<file path="src/logic/rv_isa_pkg.sv">
package rv_isa_pkg;

    // Datapath and register file geometry
    localparam int XLEN       = 32;
    localparam int REG_ADDR_W = 5;

    ////////////////////////////////////////////////////////////
    // Major opcodes of the base integer set
    ////////////////////////////////////////////////////////////
    localparam logic [6:0] OPC_LUI      = 7'b0110111;
    localparam logic [6:0] OPC_AUIPC    = 7'b0010111;
    localparam logic [6:0] OPC_JAL      = 7'b1101111;
    localparam logic [6:0] OPC_JALR     = 7'b1100111;
    localparam logic [6:0] OPC_BRANCH   = 7'b1100011;
    localparam logic [6:0] OPC_LOAD     = 7'b0000011;
    localparam logic [6:0] OPC_STORE    = 7'b0100011;
    localparam logic [6:0] OPC_OP_IMM   = 7'b0010011;
    localparam logic [6:0] OPC_OP       = 7'b0110011;
    localparam logic [6:0] OPC_MISC_MEM = 7'b0001111;
    localparam logic [6:0] OPC_SYSTEM   = 7'b1110011;

    // Upper function field for plain and alternate ALU forms
    localparam logic [6:0] FUNCT7_BASE = 7'b0000000;
    localparam logic [6:0] FUNCT7_ALT  = 7'b0100000;

    ////////////////////////////////////////////////////////////
    // Operation codes handed to execute
    ////////////////////////////////////////////////////////////
    // NOP sits at zero so an all-zero bundle reads as a bubble
    typedef enum logic [5:0] {
        NOP,
        LUI,
        ADD, SUB, SLL, SLT, SLTU,
        XOR, SRL, SRA, OR, AND,
        BEQ, BNE, BLT, BGE, BLTU, BGEU,
        JAL, JALR,
        LB, LH, LW, LBU, LHU,
        SB, SH, SW,
        ECALL, EBREAK, SRET, MRET, WFI,
        CSRRW, CSRRS, CSRRC,
        CSRRWI, CSRRSI, CSRRCI,
        INVALID
    } iType_e;

    typedef enum logic [2:0] {
        R_TYPE,
        I_TYPE,
        S_TYPE,
        B_TYPE,
        U_TYPE,
        J_TYPE
    } formatType_e;

    // Field view of one instruction word, msb first
    typedef struct packed {
        logic [6:0]            funct7;
        logic [REG_ADDR_W-1:0] rs2;
        logic [REG_ADDR_W-1:0] rs1;
        logic [2:0]            funct3;
        logic [REG_ADDR_W-1:0] rd;
        logic [6:0]            opcode;
    } instr_t;

endpackage

</file>
<file path="src/logic/decode_pipe_pkg.sv">
package decode_pipe_pkg;

    ////////////////////////////////////////////////////////////
    // Fetch to decode
    ////////////////////////////////////////////////////////////
    typedef struct packed {
        rv_isa_pkg::instr_t          instruction;
        logic [rv_isa_pkg::XLEN-1:0] pc;
    } fetch_bundle_t;

    ////////////////////////////////////////////////////////////
    // Decode to execute
    ////////////////////////////////////////////////////////////
    // Operand meaning depends on the format of the instruction
    typedef struct packed {
        logic [rv_isa_pkg::XLEN-1:0] first_operand;
        logic [rv_isa_pkg::XLEN-1:0] second_operand;
        logic [rv_isa_pkg::XLEN-1:0] third_operand;
        logic [rv_isa_pkg::XLEN-1:0] pc;
        rv_isa_pkg::instr_t          instruction;
        rv_isa_pkg::iType_e          operation;
        // Set when the instruction must not retire
        logic                        killed;
        logic                        exc_illegal;
        logic                        exc_misaligned;
    } issue_bundle_t;

endpackage

</file>
<file path="src/logic/instr_classifier.sv">
`timescale 1ns/100ps

module instr_classifier (
    input  rv_isa_pkg::instr_t      instruction_i,
    output rv_isa_pkg::iType_e      operation_o,
    output rv_isa_pkg::formatType_e format_o
);
    import rv_isa_pkg::*;

    iType_e op_branch;
    iType_e op_load;
    iType_e op_store;
    iType_e op_imm;
    iType_e op_reg;
    iType_e op_misc_mem;
    iType_e op_system;

    logic [6:0]  funct7;
    logic [2:0]  funct3;
    logic [11:0] funct12;

    assign funct7  = instruction_i.funct7;
    assign funct3  = instruction_i.funct3;
    // Privileged encodings live in the I-type immediate slot
    assign funct12 = {instruction_i.funct7, instruction_i.rs2};

    ////////////////////////////////////////////////////////////
    // Per-class sub-decoders
    ////////////////////////////////////////////////////////////
    always_comb begin
        unique case (funct3)
            3'b000:  op_branch = BEQ;
            3'b001:  op_branch = BNE;
            3'b100:  op_branch = BLT;
            3'b101:  op_branch = BGE;
            3'b110:  op_branch = BLTU;
            3'b111:  op_branch = BGEU;
            default: op_branch = INVALID;
        endcase
    end

    always_comb begin
        unique case (funct3)
            3'b000:  op_load = LB;
            3'b001:  op_load = LH;
            3'b010:  op_load = LW;
            3'b100:  op_load = LBU;
            3'b101:  op_load = LHU;
            default: op_load = INVALID;
        endcase
    end

    always_comb begin
        unique case (funct3)
            3'b000:  op_store = SB;
            3'b001:  op_store = SH;
            3'b010:  op_store = SW;
            default: op_store = INVALID;
        endcase
    end

    // Only the shift forms constrain the upper field
    always_comb begin
        op_imm = INVALID;
        unique case (funct3)
            3'b000: op_imm = ADD;
            3'b001: op_imm = (funct7 == FUNCT7_BASE) ? SLL : INVALID;
            3'b010: op_imm = SLT;
            3'b011: op_imm = SLTU;
            3'b100: op_imm = XOR;
            3'b101: begin
                if (funct7 == FUNCT7_BASE) begin
                    op_imm = SRL;
                end else if (funct7 == FUNCT7_ALT) begin
                    op_imm = SRA;
                end
            end
            3'b110: op_imm = OR;
            3'b111: op_imm = AND;
        endcase
    end

    always_comb begin
        op_reg = INVALID;
        if (funct7 == FUNCT7_BASE) begin
            unique case (funct3)
                3'b000: op_reg = ADD;
                3'b001: op_reg = SLL;
                3'b010: op_reg = SLT;
                3'b011: op_reg = SLTU;
                3'b100: op_reg = XOR;
                3'b101: op_reg = SRL;
                3'b110: op_reg = OR;
                3'b111: op_reg = AND;
            endcase
        end else if (funct7 == FUNCT7_ALT) begin
            if (funct3 == 3'b000) begin
                op_reg = SUB;
            end else if (funct3 == 3'b101) begin
                op_reg = SRA;
            end
        end
    end

    // FENCE has no effect in an in-order single-issue core
    assign op_misc_mem = (funct3 == 3'b000) ? NOP : INVALID;

    always_comb begin
        op_system = INVALID;
        unique case (funct3)
            3'b000: begin
                if (instruction_i.rs1 == '0 && instruction_i.rd == '0) begin
                    unique case (funct12)
                        12'h000: op_system = ECALL;
                        12'h001: op_system = EBREAK;
                        12'h102: op_system = SRET;
                        12'h302: op_system = MRET;
                        12'h105: op_system = WFI;
                        default: op_system = INVALID;
                    endcase
                end
            end
            3'b001: op_system = CSRRW;
            3'b010: op_system = CSRRS;
            3'b011: op_system = CSRRC;
            3'b101: op_system = CSRRWI;
            3'b110: op_system = CSRRSI;
            3'b111: op_system = CSRRCI;
            default: op_system = INVALID;
        endcase
    end

    ////////////////////////////////////////////////////////////
    // Opcode select and format
    ////////////////////////////////////////////////////////////
    always_comb begin
        unique case (instruction_i.opcode)
            OPC_LUI:      operation_o = LUI;
            OPC_AUIPC:    operation_o = ADD;
            OPC_JAL:      operation_o = JAL;
            OPC_JALR:     operation_o = JALR;
            OPC_BRANCH:   operation_o = op_branch;
            OPC_LOAD:     operation_o = op_load;
            OPC_STORE:    operation_o = op_store;
            OPC_OP_IMM:   operation_o = op_imm;
            OPC_OP:       operation_o = op_reg;
            OPC_MISC_MEM: operation_o = op_misc_mem;
            OPC_SYSTEM:   operation_o = op_system;
            default:      operation_o = INVALID;
        endcase
    end

    // The low two opcode bits are always 11 and carry no format
    always_comb begin
        unique case (instruction_i.opcode[6:2])
            OPC_JALR[6:2], OPC_LOAD[6:2], OPC_OP_IMM[6:2]: format_o = I_TYPE;
            OPC_STORE[6:2]:                                format_o = S_TYPE;
            OPC_BRANCH[6:2]:                               format_o = B_TYPE;
            OPC_LUI[6:2], OPC_AUIPC[6:2]:                  format_o = U_TYPE;
            OPC_JAL[6:2]:                                  format_o = J_TYPE;
            default:                                       format_o = R_TYPE;
        endcase
    end

endmodule

</file>
<file path="src/logic/operand_router.sv">
`timescale 1ns/100ps

module operand_router (
    input  rv_isa_pkg::instr_t          instruction_i,
    input  rv_isa_pkg::formatType_e     format_i,
    input  logic [rv_isa_pkg::XLEN-1:0] pc_i,
    input  logic [rv_isa_pkg::XLEN-1:0] rs1_data_i,
    input  logic [rv_isa_pkg::XLEN-1:0] rs2_data_i,
    output logic [rv_isa_pkg::XLEN-1:0] first_operand_o,
    output logic [rv_isa_pkg::XLEN-1:0] second_operand_o,
    output logic [rv_isa_pkg::XLEN-1:0] third_operand_o
);
    import rv_isa_pkg::*;

    logic [XLEN-1:0] imm_i;
    logic [XLEN-1:0] imm_s;
    logic [XLEN-1:0] imm_b;
    logic [XLEN-1:0] imm_u;
    logic [XLEN-1:0] imm_j;
    logic [XLEN-1:0] immediate;
    logic            sign;

    ////////////////////////////////////////////////////////////
    // Immediate assembly
    ////////////////////////////////////////////////////////////
    // Bit 31 of the word is always the immediate sign
    assign sign = instruction_i.funct7[6];

    assign imm_i = {{21{sign}}, instruction_i.funct7[5:0], instruction_i.rs2};
    assign imm_s = {{21{sign}}, instruction_i.funct7[5:0], instruction_i.rd};
    assign imm_b = {{20{sign}}, instruction_i.rd[0], instruction_i.funct7[5:0],
                    instruction_i.rd[4:1], 1'b0};
    assign imm_u = {instruction_i.funct7, instruction_i.rs2, instruction_i.rs1,
                    instruction_i.funct3, 12'b0};
    // J offset bits 19:12 sit in the rs1 and funct3 slots
    assign imm_j = {{12{sign}}, instruction_i.rs1, instruction_i.funct3,
                    instruction_i.rs2[0], instruction_i.funct7[5:0],
                    instruction_i.rs2[4:1], 1'b0};

    always_comb begin
        unique case (format_i)
            I_TYPE:  immediate = imm_i;
            S_TYPE:  immediate = imm_s;
            B_TYPE:  immediate = imm_b;
            U_TYPE:  immediate = imm_u;
            J_TYPE:  immediate = imm_j;
            default: immediate = '0;
        endcase
    end

    ////////////////////////////////////////////////////////////
    // Operand routing
    ////////////////////////////////////////////////////////////
    always_comb begin
        first_operand_o  = rs1_data_i;
        second_operand_o = immediate;
        third_operand_o  = immediate;
        unique case (format_i)
            U_TYPE, J_TYPE: first_operand_o = pc_i;
            R_TYPE, B_TYPE: second_operand_o = rs2_data_i;
            // Store data rides in the third slot
            S_TYPE:         third_operand_o = rs2_data_i;
            default: ;
        endcase
    end

endmodule

</file>
<file path="src/logic/hazard_unit.sv">
`timescale 1ns/100ps

module hazard_unit (
    input  logic                                clk,
    input  logic                                reset,
    input  logic                                stall_i,
    input  rv_isa_pkg::instr_t                  instruction_i,
    input  rv_isa_pkg::formatType_e             format_i,
    output rv_isa_pkg::instr_t                  instruction_o,
    output logic [rv_isa_pkg::REG_ADDR_W-1:0]   rd_o,
    output logic                                hazard_o
);
    import rv_isa_pkg::*;

    instr_t                held_instr;
    logic                  replay;
    logic [REG_ADDR_W-1:0] locked_reg;
    logic [REG_ADDR_W-1:0] next_lock;
    logic                  reads_rs1;
    logic                  reads_rs2;
    logic                  rs1_locked;
    logic                  rs2_locked;

    ////////////////////////////////////////////////////////////
    // Replay of the instruction that caused a bubble
    ////////////////////////////////////////////////////////////
    always_ff @(posedge clk) begin
        held_instr <= instruction_o;
    end

    always_ff @(posedge clk) begin
        if (reset) begin
            replay <= 1'b0;
        end else begin
            replay <= hazard_o;
        end
    end

    assign instruction_o = replay ? held_instr : instruction_i;

    ////////////////////////////////////////////////////////////
    // Register lock queue
    ////////////////////////////////////////////////////////////
    // A bubble writes nothing
    assign next_lock = hazard_o ? '0 : instruction_o.rd;

    always_ff @(posedge clk) begin
        if (reset) begin
            locked_reg <= '0;
            rd_o       <= '0;
        end else if (!stall_i) begin
            locked_reg <= next_lock;
            rd_o       <= locked_reg;
        end
    end

    // Which source fields the format actually reads
    always_comb begin
        unique case (format_i)
            R_TYPE, B_TYPE, S_TYPE: begin
                reads_rs1 = 1'b1;
                reads_rs2 = 1'b1;
            end
            I_TYPE: begin
                reads_rs1 = 1'b1;
                reads_rs2 = 1'b0;
            end
            default: begin
                reads_rs1 = 1'b0;
                reads_rs2 = 1'b0;
            end
        endcase
    end

    // x0 never carries a dependency
    assign rs1_locked = (instruction_o.rs1 != '0) && (instruction_o.rs1 == locked_reg);
    assign rs2_locked = (instruction_o.rs2 != '0) && (instruction_o.rs2 == locked_reg);

    assign hazard_o = (rs1_locked && reads_rs1) || (rs2_locked && reads_rs2);

endmodule

</file>
<file path="src/logic/decode_stage.sv">
`timescale 1ns/100ps

module decode_stage (
    input  logic                                clk,
    input  logic                                reset,
    input  logic                                stall_i,
    input  logic                                killed_i,
    input  logic                                jumped_i,
    input  decode_pipe_pkg::fetch_bundle_t      fetch_i,
    input  logic [rv_isa_pkg::XLEN-1:0]         rs1_data_i,
    input  logic [rv_isa_pkg::XLEN-1:0]         rs2_data_i,
    output logic [rv_isa_pkg::REG_ADDR_W-1:0]   rs1_o,
    output logic [rv_isa_pkg::REG_ADDR_W-1:0]   rs2_o,
    output logic [rv_isa_pkg::REG_ADDR_W-1:0]   rd_o,
    output decode_pipe_pkg::issue_bundle_t      issue_o,
    output logic                                hazard_o
);
    import rv_isa_pkg::*;
    import decode_pipe_pkg::*;

    instr_t          cur_instr;
    iType_e          operation;
    formatType_e     instr_format;
    logic [XLEN-1:0] first_operand;
    logic [XLEN-1:0] second_operand;
    logic [XLEN-1:0] third_operand;
    issue_bundle_t   issue_next;
    issue_bundle_t   bubble;

    hazard_unit u_hazard (
        .clk           (clk),
        .reset         (reset),
        .stall_i       (stall_i),
        .instruction_i (fetch_i.instruction),
        .format_i      (instr_format),
        .instruction_o (cur_instr),
        .rd_o          (rd_o),
        .hazard_o      (hazard_o)
    );

    instr_classifier u_classifier (
        .instruction_i (cur_instr),
        .operation_o   (operation),
        .format_o      (instr_format)
    );

    operand_router u_router (
        .instruction_i    (cur_instr),
        .format_i         (instr_format),
        .pc_i             (fetch_i.pc),
        .rs1_data_i       (rs1_data_i),
        .rs2_data_i       (rs2_data_i),
        .first_operand_o  (first_operand),
        .second_operand_o (second_operand),
        .third_operand_o  (third_operand)
    );

    // Register file read addresses
    assign rs1_o = cur_instr.rs1;
    assign rs2_o = cur_instr.rs2;

    ////////////////////////////////////////////////////////////
    // Issue register
    ////////////////////////////////////////////////////////////
    always_comb begin
        bubble           = '0;
        bubble.operation = NOP;
    end

    always_comb begin
        issue_next.first_operand  = first_operand;
        issue_next.second_operand = second_operand;
        issue_next.third_operand  = third_operand;
        issue_next.pc             = fetch_i.pc;
        issue_next.instruction    = cur_instr;
        issue_next.operation      = operation;
        issue_next.killed         = killed_i | jumped_i;
        issue_next.exc_illegal    = (operation == INVALID);
        // Instructions are word aligned without the compressed set
        issue_next.exc_misaligned = (fetch_i.pc[1:0] != 2'b00);
    end

    // Hazard wins over stall so the bubble always goes out
    always_ff @(posedge clk) begin
        if (reset) begin
            issue_o <= bubble;
        end else if (hazard_o) begin
            issue_o <= bubble;
        end else if (!stall_i) begin
            issue_o <= issue_next;
        end
    end

endmodule

</file>
<file path="config.mk">
export PLATFORM = sky130hd
export DESIGN_NAME = decode_stage
export DESIGN_NICKNAME = d
export VERILOG_FILES = /design/src/logic/rv_isa_pkg.sv /design/src/logic/decode_pipe_pkg.sv /design/src/logic/instr_classifier.sv /design/src/logic/operand_router.sv /design/src/logic/hazard_unit.sv /design/src/logic/decode_stage.sv
export SDC_FILE = /design/constraint.sdc
export NUM_CORES = 1
export LEC_CHECK = 0
export ABC_AREA = 1
export BUFFER_PORTS_ARGS = -buffer_cell sky130_fd_sc_hd__buf_2
export CAP_MARGIN = 20
export CORE_ASPECT_RATIO = 1.2
export CORE_MARGIN = 2
export CORE_UTILIZATION = 52
export CTS_CLUSTER_DIAMETER = 100
export CTS_CLUSTER_SIZE = 14
export DETAILED_ROUTE_END_ITERATION = 10
export GPL_TIMING_DRIVEN = 0
export PLACE_DENSITY = 0.92
export SYNTH_ARGS = -nofsm -noshare
export SYNTH_HDL_FRONTEND = slang
export SYNTH_SLANG_ARGS = --single-unit
</file>
<file path="constraint.sdc">
create_clock -name clk -period 4.1 [get_ports clk]
set_clock_uncertainty 0.15 [all_clocks]
set_input_delay 0.615 -clock clk [delete_from_list [all_inputs] [get_ports clk]]
set_output_delay 0.615 -clock clk [all_outputs]
set_load 0.02 [all_outputs]
</file>
==> results by group, run 1 <==
Layout
  • Share of post-route cells with drive strength above 1: between 20% and 30%
  • Max FFs per register: 169
  • Biggest register: issue_o
  • Largest regs: issue_o (169), u_hazard.held_instr (32)
  • Final std cells w/o fill: between 2k and 2.5k
  • Net count, final: around 2.0k
  • Area growth syn-to-layout: 23.4%

Floorplanning
  • Initial Util: a little over half
  • # IOs: 318
  • Die height: 158 um
  • Row count: 56
  • Die area: 20900 sq um
  • Die W: 132 um
  • Core ar.: 19500 sq um

Global route
  • Largest net degree at the start of global routing: 15
  • Gr usage total: 34.6%
  • Overflow left after global routing: 0
  • First-pass GRT wire length: 58100 um
  • Initial antenna violation count: 0
  • Vias in the first global route: between 10k and 15k

Clocking
  • Register clock-pin slew on the reported worst setup and hold paths: 0.07 ns
  • Clock Tree Root: clkbuf_16
  • CTS buffer count: 19
  • Hold_buf cts: 0
  • CTS tree: done
  • Clk buf depth: 3
  • Clk Latency, worst-skew pair: just under 0.5 ns
  • # H-tree levels: 1
  • Post-CTS setup buffers: 0
  • # clock sinks: 212

Yosys
  • Number of synthesized flops with an enable pin: 0
  • Seq cells post-synth: between 200 and 250
  • Share of the synthesized area in the top cell type: 41.2%
  • Post-synth ARST share: 0%
  • Synth Area in Compound Gates: 18.2%
  • Mux contribution to synthesized area: 0%
  • Synthesized-area fraction occupied by adder cells: 1.34%
  • Sequential fraction of the synthesis area: between 40% and 50%
  • Largest family of logic cells by synthesized area: simple AND/OR/NAND/NOR gates
  • Synth area leader: dfxtp_1
  • Mapped Area: 10300 sq um
  • Ys flop type: dfxtp_1
  • Most numerous cell in the Yosys netlist: nand2_1
  • Syn avg cell area: 6.81 sq um
  • Post-synth net total: 1656
  • Post-synth top cells: nand2_1 (452), dfxtp_1 (212), o21ai_0 (175), nor2_1 (145), inv_1 (122)
  • Post-Synth XOR/XNOR Area: 0.255%
  • Post-Synthesis Cells: 1512
  • Synth cell types: 45
  • Post-Synth Simple-Gate Area: 29.1%
  • Top cells by area, synth: dfxtp_1 (41%), nand2_1 (16%), o21ai_0 (8.5%), nor2_1 (5.3%), a21oi_1 (5.0%)
  • Yosys warns: 0

Critical path
  • Reg2Reg Setup Slack: 0.27 ns
  • Crit path launch: u_hazard.replay
  • WS Path Type: register to register
  • Worst Path Max Fanout: 10
  • Crit. End Element: register
  • CP Launch Type: register
  • Worst Path Arrival: ~4.1 ns
  • Worst R2R Start: u_hazard.replay
  • Critical Path RT: 4.38 ns

STA
  • Hold slack final: 0.212 ns
  • Worst-margin pin slew: ~0.8 ns
  • Slew Viols, Final: 0
  • Setup TNS: 0 ns
  • Peak Freq: approximately 260 MHz
  • Slew headroom: approximately 48%
  • Post-layout minimum cycle time: 3.83 ns
  • Final setup fails: 0
  • Final period utilization: between 90% and 100%
  • Fin. Hold Viols: 0
  • RSZ-0062 raised after global routing: no

Power and ir drop
  • Pwr/cell area: 412 nW/um^2
  • Peak VDD IR: between 0.4 and 0.5 mV
  • Leakage: 6.55 nW
  • Pwr Total: 5.24 mW

Placement
  • Final Wtd Congestion: 0.963
  • Placed Cells: 2090
  • # port buffers: ~320
  • Detail Placement HPWL: 29300 um

Routing
  • Total wire length: around 38000 um
  • Wire per inst: 18.2 um
  • Vias/cell: 5.63
  • Drt pass-1 iters: 6
  • Final ANT Viol Nets: 0
  • Via count: approximately 12k
  • # DRC: 0
  • DRT iter0 DRCs: about 1.4k

Run status
  • Status: completed

Flow run
  • Max Cap Viol: 0

Hold path
  • Hold Path Class: primary input to register
  • Min-Delay Startpoint: fetch_i[33]
-- final cells by class --
type	count	area (sq um)
clock buffer	19	475
tap	261	327
antenna	2	5.00
timing repair buffer	317	1590
multi-input combinational	1074	5030
clock inverter	1	16.3
sequential	212	4240
buffer	95	518
inverter	130	495
fill	1713	6780
-- metrics by stage --
| stage | area [sq um] | setup slack [ns] | util (%) |
|---|---|---|---|
| 6_report | 12700 | 0.274 | 65.2 |
| 3_3_place_gp | 12200 | -0.0301 | 62.6 |
| 4_1_cts | 12700 | 0.235 | 65.2 |
| 5_1_grt | 12700 | 0.0959 | 65.2 |
| 3_5_place_dp | 12200 | 0.0252 | 62.6 |
| 2_1_floorplan | 10300 | 1.26 | - |
-- critical path, cell delays in order, from the launching register on --
cell	delay, ns
dfxtp_1	0.40
buf_6	0.16
inv_4	0.06
buf_6	0.14
buf_6	0.15
nand2_1	0.05
and2_1	0.39
inv_1	0.26
ha_1	0.27
o21ai_1	0.32
nand2_1	0.20
nor2_1	0.25
nor2_1	0.09
nor3b_2	0.43
nand3_1	0.13
nor2_1	0.11
nand2_1	0.07
a21oi_1	0.12
-- what timing repair did --
item                                    CTS  global route
pin swaps                                 0             0
resized for setup                         1             0
endpoints found under the setup margin    1             1
-- routing by layer --
metal  GRT usage [%]  vias to the layer above  routed length [um]
li1                -                     5546                   -
met1            44.5                     5424               15200
met2            57.3                      771               17800
met3            6.02                      150                3550
met4            15.1                        0                1860
met5               0                        -                   0
-- report_power, final --
group	total, mW	switching, mW	internal (mW)
Clock	1.59	0.763	0.827
Combinational	1.31	0.903	0.406
Sequential	2.34	0.0945	2.24
Total	5.24	1.76	3.48
-- final timing paths --
path,end,cells after the start
min reg2reg,issue_o[70],2
min,u_hazard.held_instr[1],3
max reg2reg,issue_o[1],17
max,issue_o[1],17
-- kinds of logic (layout without fill, tap and decap cells) --
kind of cell | Yosys count | after routing
AOI/OAI and AO/OA | 339 | 339
xor gates and xnor gates | 3 | 3
other | 0 | 2
adders and majority gates | 11 | 11
and+or+nand+nor | 721 | 721
buffers and inverters | 226 | 562
DFF | 212 | 212
-- placed cells by master, fill, tap and decap left out, types with 2 or more instances in the layout --
cell       count
nand2_1      452
buf_2        334
dfxtp_1      212
o21ai_0      175
nor2_1       145
inv_1        122
a21oi_1      102
nand3_1       77
clkbuf_1      47
a211oi_1      25
clkbuf_16     19
buf_6         13
buf_4         11
ha_1          11
nand2_2       10
o21ai_1        8
o221ai_1       8
nand4_1        7
o21ai_2        6
nor2_4         6
buf_1          6
inv_2          5
nor3_1         5
nand3b_1       5
o211ai_1       4
inv_4          3
xor2_1         3
nor2_2         3
diode_2        2
nand3_2        2
nor2_8         2
o22ai_1        2
a211oi_2       2
a31oi_1        2
No activity file was read; power rests on OpenSTA's default activity.
==> run 2: changes to the inputs <==
--- a/config.mk
+++ b/config.mk
@@ -5,7 +5,7 @@
 export SDC_FILE = /design/constraint.sdc
 export NUM_CORES = 1
 export LEC_CHECK = 0
-export ABC_AREA = 1
+export ABC_AREA = 0
 export BUFFER_PORTS_ARGS = -buffer_cell sky130_fd_sc_hd__buf_2
 export CAP_MARGIN = 20
 export CORE_ASPECT_RATIO = 1.2
==> run 2 against run 1 <==
Compared with the run above: clock-buffer cell count did not move; first-iteration DRC count fell by 24%; largest power group unchanged; area after synthesis fell by 1.6%; critical path depth fell by 3; sequential power fell by 2%; cell area fell by 0.57%; wire length rose by 4.3%; register-to-register slack got worse by 0.19 ns.
==> results by group, run 2 <==
Floorplanning
  • Die W: 131 um (-0.79%)
  • Die height: 157 um (-0.80%)
  • Die area: 20600 sq um (-1.6%)
  • Row count: 55 (-1.8%)
  • Core ar.: 19000 sq um (-2.5%)
  • Initial Util: 53.3% (+0.47 points)
  • # IOs: 318 (unchanged)

Layout
  • Area growth syn-to-layout: 24.8%
  • Post-layout util: 66.5% (+1.3 points)
  • Share of post-route cells with drive strength above 1: 28.5% (+5.6 points)
  • Max FFs per register: 169 (unchanged)
  • Commonest cells after routing, fill and taps aside: buf_2 (342), nor2_1 (254), dfxtp_1 (212)
  • Biggest register: issue_o
  • Net count, final: 1694 (-15%)
  • Fill cells: 1564 (-8.7%)
  • Commonest non-fill, non-tap cell in the layout: buf_2
  • Largest regs: issue_o (169), u_hazard.held_instr (32)

Yosys
  • Seq cells post-synth: 212 (unchanged)
  • Mapped Area: 10100 sq um (-1.6%)
  • Ys flop type: dfxtp_1
  • Sequential fraction of the synthesis area: 41.9% (+0.68 points)
  • Post-synth ARST share: 0% (unchanged)
  • Top cells by area, synth: dfxtp_1 (42%), nor2_1 (9.4%), mux2i_1 (8.9%), a21oi_1 (7.8%), nand2_1 (3.6%)
  • Post-Synthesis Cells: 1210 (-20%)
  • Post-synth net total: 1354 (-18%)
  • Post-synth top cells: nor2_1 (254), dfxtp_1 (212), a21oi_1 (157), nand2_1 (96), mux2i_1 (90)
  • Synth cell types: 73 (+62%)
  • Yosys warns: 0 (unchanged)
  • Syn avg cell area: 8.37 sq um (+23%)
  • Synth area leader: dfxtp_1
  • Number of synthesized flops with an enable pin: 0 (unchanged)
  • Most numerous cell in the Yosys netlist: nor2_1
  • Share of the synthesized area in the top cell type: 41.9% (+0.68 points)

Critical path
  • Crit. End Element: register
  • WS Path Type: register to register
  • Worst Path Max Fanout: 13 (+3)
  • CP Launch Type: register
  • Worst Path Arrival: 4.29 ns (+0.18 ns)
  • Critical Path RT: 4.37 ns (about the same)

Run status
  • Status: completed

Placement
  • Final Wtd Congestion: 0.964 (+0.15%)
  • # port buffers: 317 (unchanged)
  • Detail Placement HPWL: 30400 um (+4.0%)

Routing
  • DRT iter0 DRCs: 1045 (-24%)
  • Vias/cell: 5.98 (+6.2%)
  • Via count: 10.9k (-8.7%)
  • Wire per inst: 22.0 um (+21%)
  • Total wire length: 40000 um (+4.3%)
  • Drt pass-1 iters: 6 (unchanged)
  • # DRC: 0 (unchanged)
  • Final ANT Viol Nets: 0 (unchanged)

Hold path
  • Hold Path Class: primary input to register

Clocking
  • Clk buf depth: 3 (unchanged)
  • CTS buffer count: 19 (unchanged)
  • Clock Tree Root: clkbuf_16
  • # H-tree levels: 1 (unchanged)
  • Clk Latency, worst-skew pair: 0.50 ns (about the same)
  • CTS tree: done
  • Register clock-pin slew on the reported worst setup and hold paths: 0.06 ns (about the same)
  • # clock sinks: 212 (unchanged)

Global route
  • Initial antenna violation count: 11 (+11)
  • Gr usage total: 37.0% (+2.4 points)
  • Largest net degree at the start of global routing: 15 (unchanged)
  • Overflow left after global routing: 0 (unchanged)
  • First-pass GRT wire length: 59100 um (+1.8%)
  • Vias in the first global route: 10.6k (-4.0%)

STA
  • Hold slack final: 0.218 ns (+0.00666 ns)
  • Worst-margin pin slew: 0.998 ns (+0.221 ns)
  • Final setup fails: 0 (unchanged)
  • Slew headroom: 31.6% (-17 points)
  • Post-layout minimum cycle time: 4.02 ns (+0.189 ns)
  • Slew Viols, Final: 0 (unchanged)
  • RSZ-0062 raised after global routing: no
  • Final period utilization: 97.9% (+4.6 points)
  • Peak Freq: 249 MHz (-4.7%)
  • Fin. Hold Viols: 0 (unchanged)

Power and ir drop
  • Peak VDD IR: 0.358 mV (-12%)
  • Leakage: 5.68 nW (-13%)
  • Pwr/cell area: 397 nW/um^2 (-3.8%)

Flow run
  • Max Cap Viol: 0 (unchanged)
[run 2: cell types whose count changed after synthesis, moves of 12 or more]
| cell | previous run | this run |
|---|---|---|
| nor2_1 | 145 | 254 |
| nand3_1 | 77 | 18 |
| inv_1 | 122 | 16 |
| mux2i_1 | 0 | 90 |
| o21ai_0 | 175 | 13 |
| nand2_1 | 452 | 96 |
| mux2_2 | 0 | 17 |
| nor3_1 | 5 | 17 |
| a21oi_1 | 102 | 157 |
| o211ai_1 | 4 | 25 |
[run 2: cells by family after synthesis]
logic type	synth area share, %
DFF	41.9
xor gates and xnor gates	0.779
muxes	12.3
buffers and inverters	5.72
and+or+nand+nor	19.9
AOI/OAI and AO/OA	18.0
adders and majority gates	1.36
[run 2: layer usage]
metal / track usage [%] / up-vias / wire (um)
met5: 0 / - / 19
met4: 21.0 / 4 / 2360
met3: 10.4 / 167 / 4640
met2: 63.0 / 719 / 18900
met1: 41.9 / 5046 / 14100
li1: - / 4919 / -
[run 2: area by class of cell]
class | instances | area [sq um] | share of cell area [%]
sequential | 212 | 4240 | 33.6
tap | 256 | 320 | 2.54
multi-input combinational | 876 | 5350 | 42.3
clock buffer | 19 | 475 | 3.76
timing repair buffer | 322 | 1620 | 12.9
inverter | 22 | 86.3 | 0.684
clock inverter | 1 | 16.3 | 0.129
antenna | 9 | 22.5 | 0.178
buffer | 97 | 492 | 3.89
[run 2: worst paths after layout]
| path | endpoint | start | depth (start not counted) | slack, ns |
|---|---|---|---|---|
| worst max-delay path | issue_o[1] | u_hazard.replay | 14 | 0.08 |
| worst min register to register | issue_o[125] | issue_o[125] | 2 | 0.31 |
| worst min-delay path | issue_o[59] | fetch_i[18] | 3 | 0.22 |
| worst max register to register | issue_o[1] | u_hazard.replay | 14 | 0.08 |
[run 2: what timing repair did]
item                                    4_1_cts  5_1_grt
hold buffers                                  0        0
gates resized for setup                      10        4
setup buffers                                 3        2
endpoints found under the setup margin        7        4
pin swaps                                     0        1
[run 2: per-stage QoR]
stage               total power, mW  area [sq um]  setup TNS (ns)  setup WS (ns)  cells
detailed placement             3.41         12000           -3.05         -0.817   1783
floorplan                      2.99         10100               0          0.340   1210
global route                   5.17         12600               0         0.0135   1808
global placement               3.39         12000           -2.91         -0.796   1783
finish                         5.01         12600               0         0.0848   1814
CTS                            4.98         12600               0         0.0235   1804
[run 2: critical path: stages (launching register included)]
cell and delay (ns):
dfxtp_1 0.34, buf_6 0.16, buf_6 0.19, mux2i_4 0.46
inv_2 0.16, buf_2 0.27, ha_1 0.22, clkbuf_1 0.25
a211oi_2 0.29, a21o_1 0.13, o21ai_0 0.17, or4bb_1 0.54
a41oi_1 0.18, nand4_1 0.24, a21oi_1 0.18
[run 2: power by group]
group	switching, mW	internal (mW)	leakage [nW]
Sequential	0.0902	2.21	1.75
Combinational	0.736	0.385	3.69
Clock	0.765	0.827	0.241
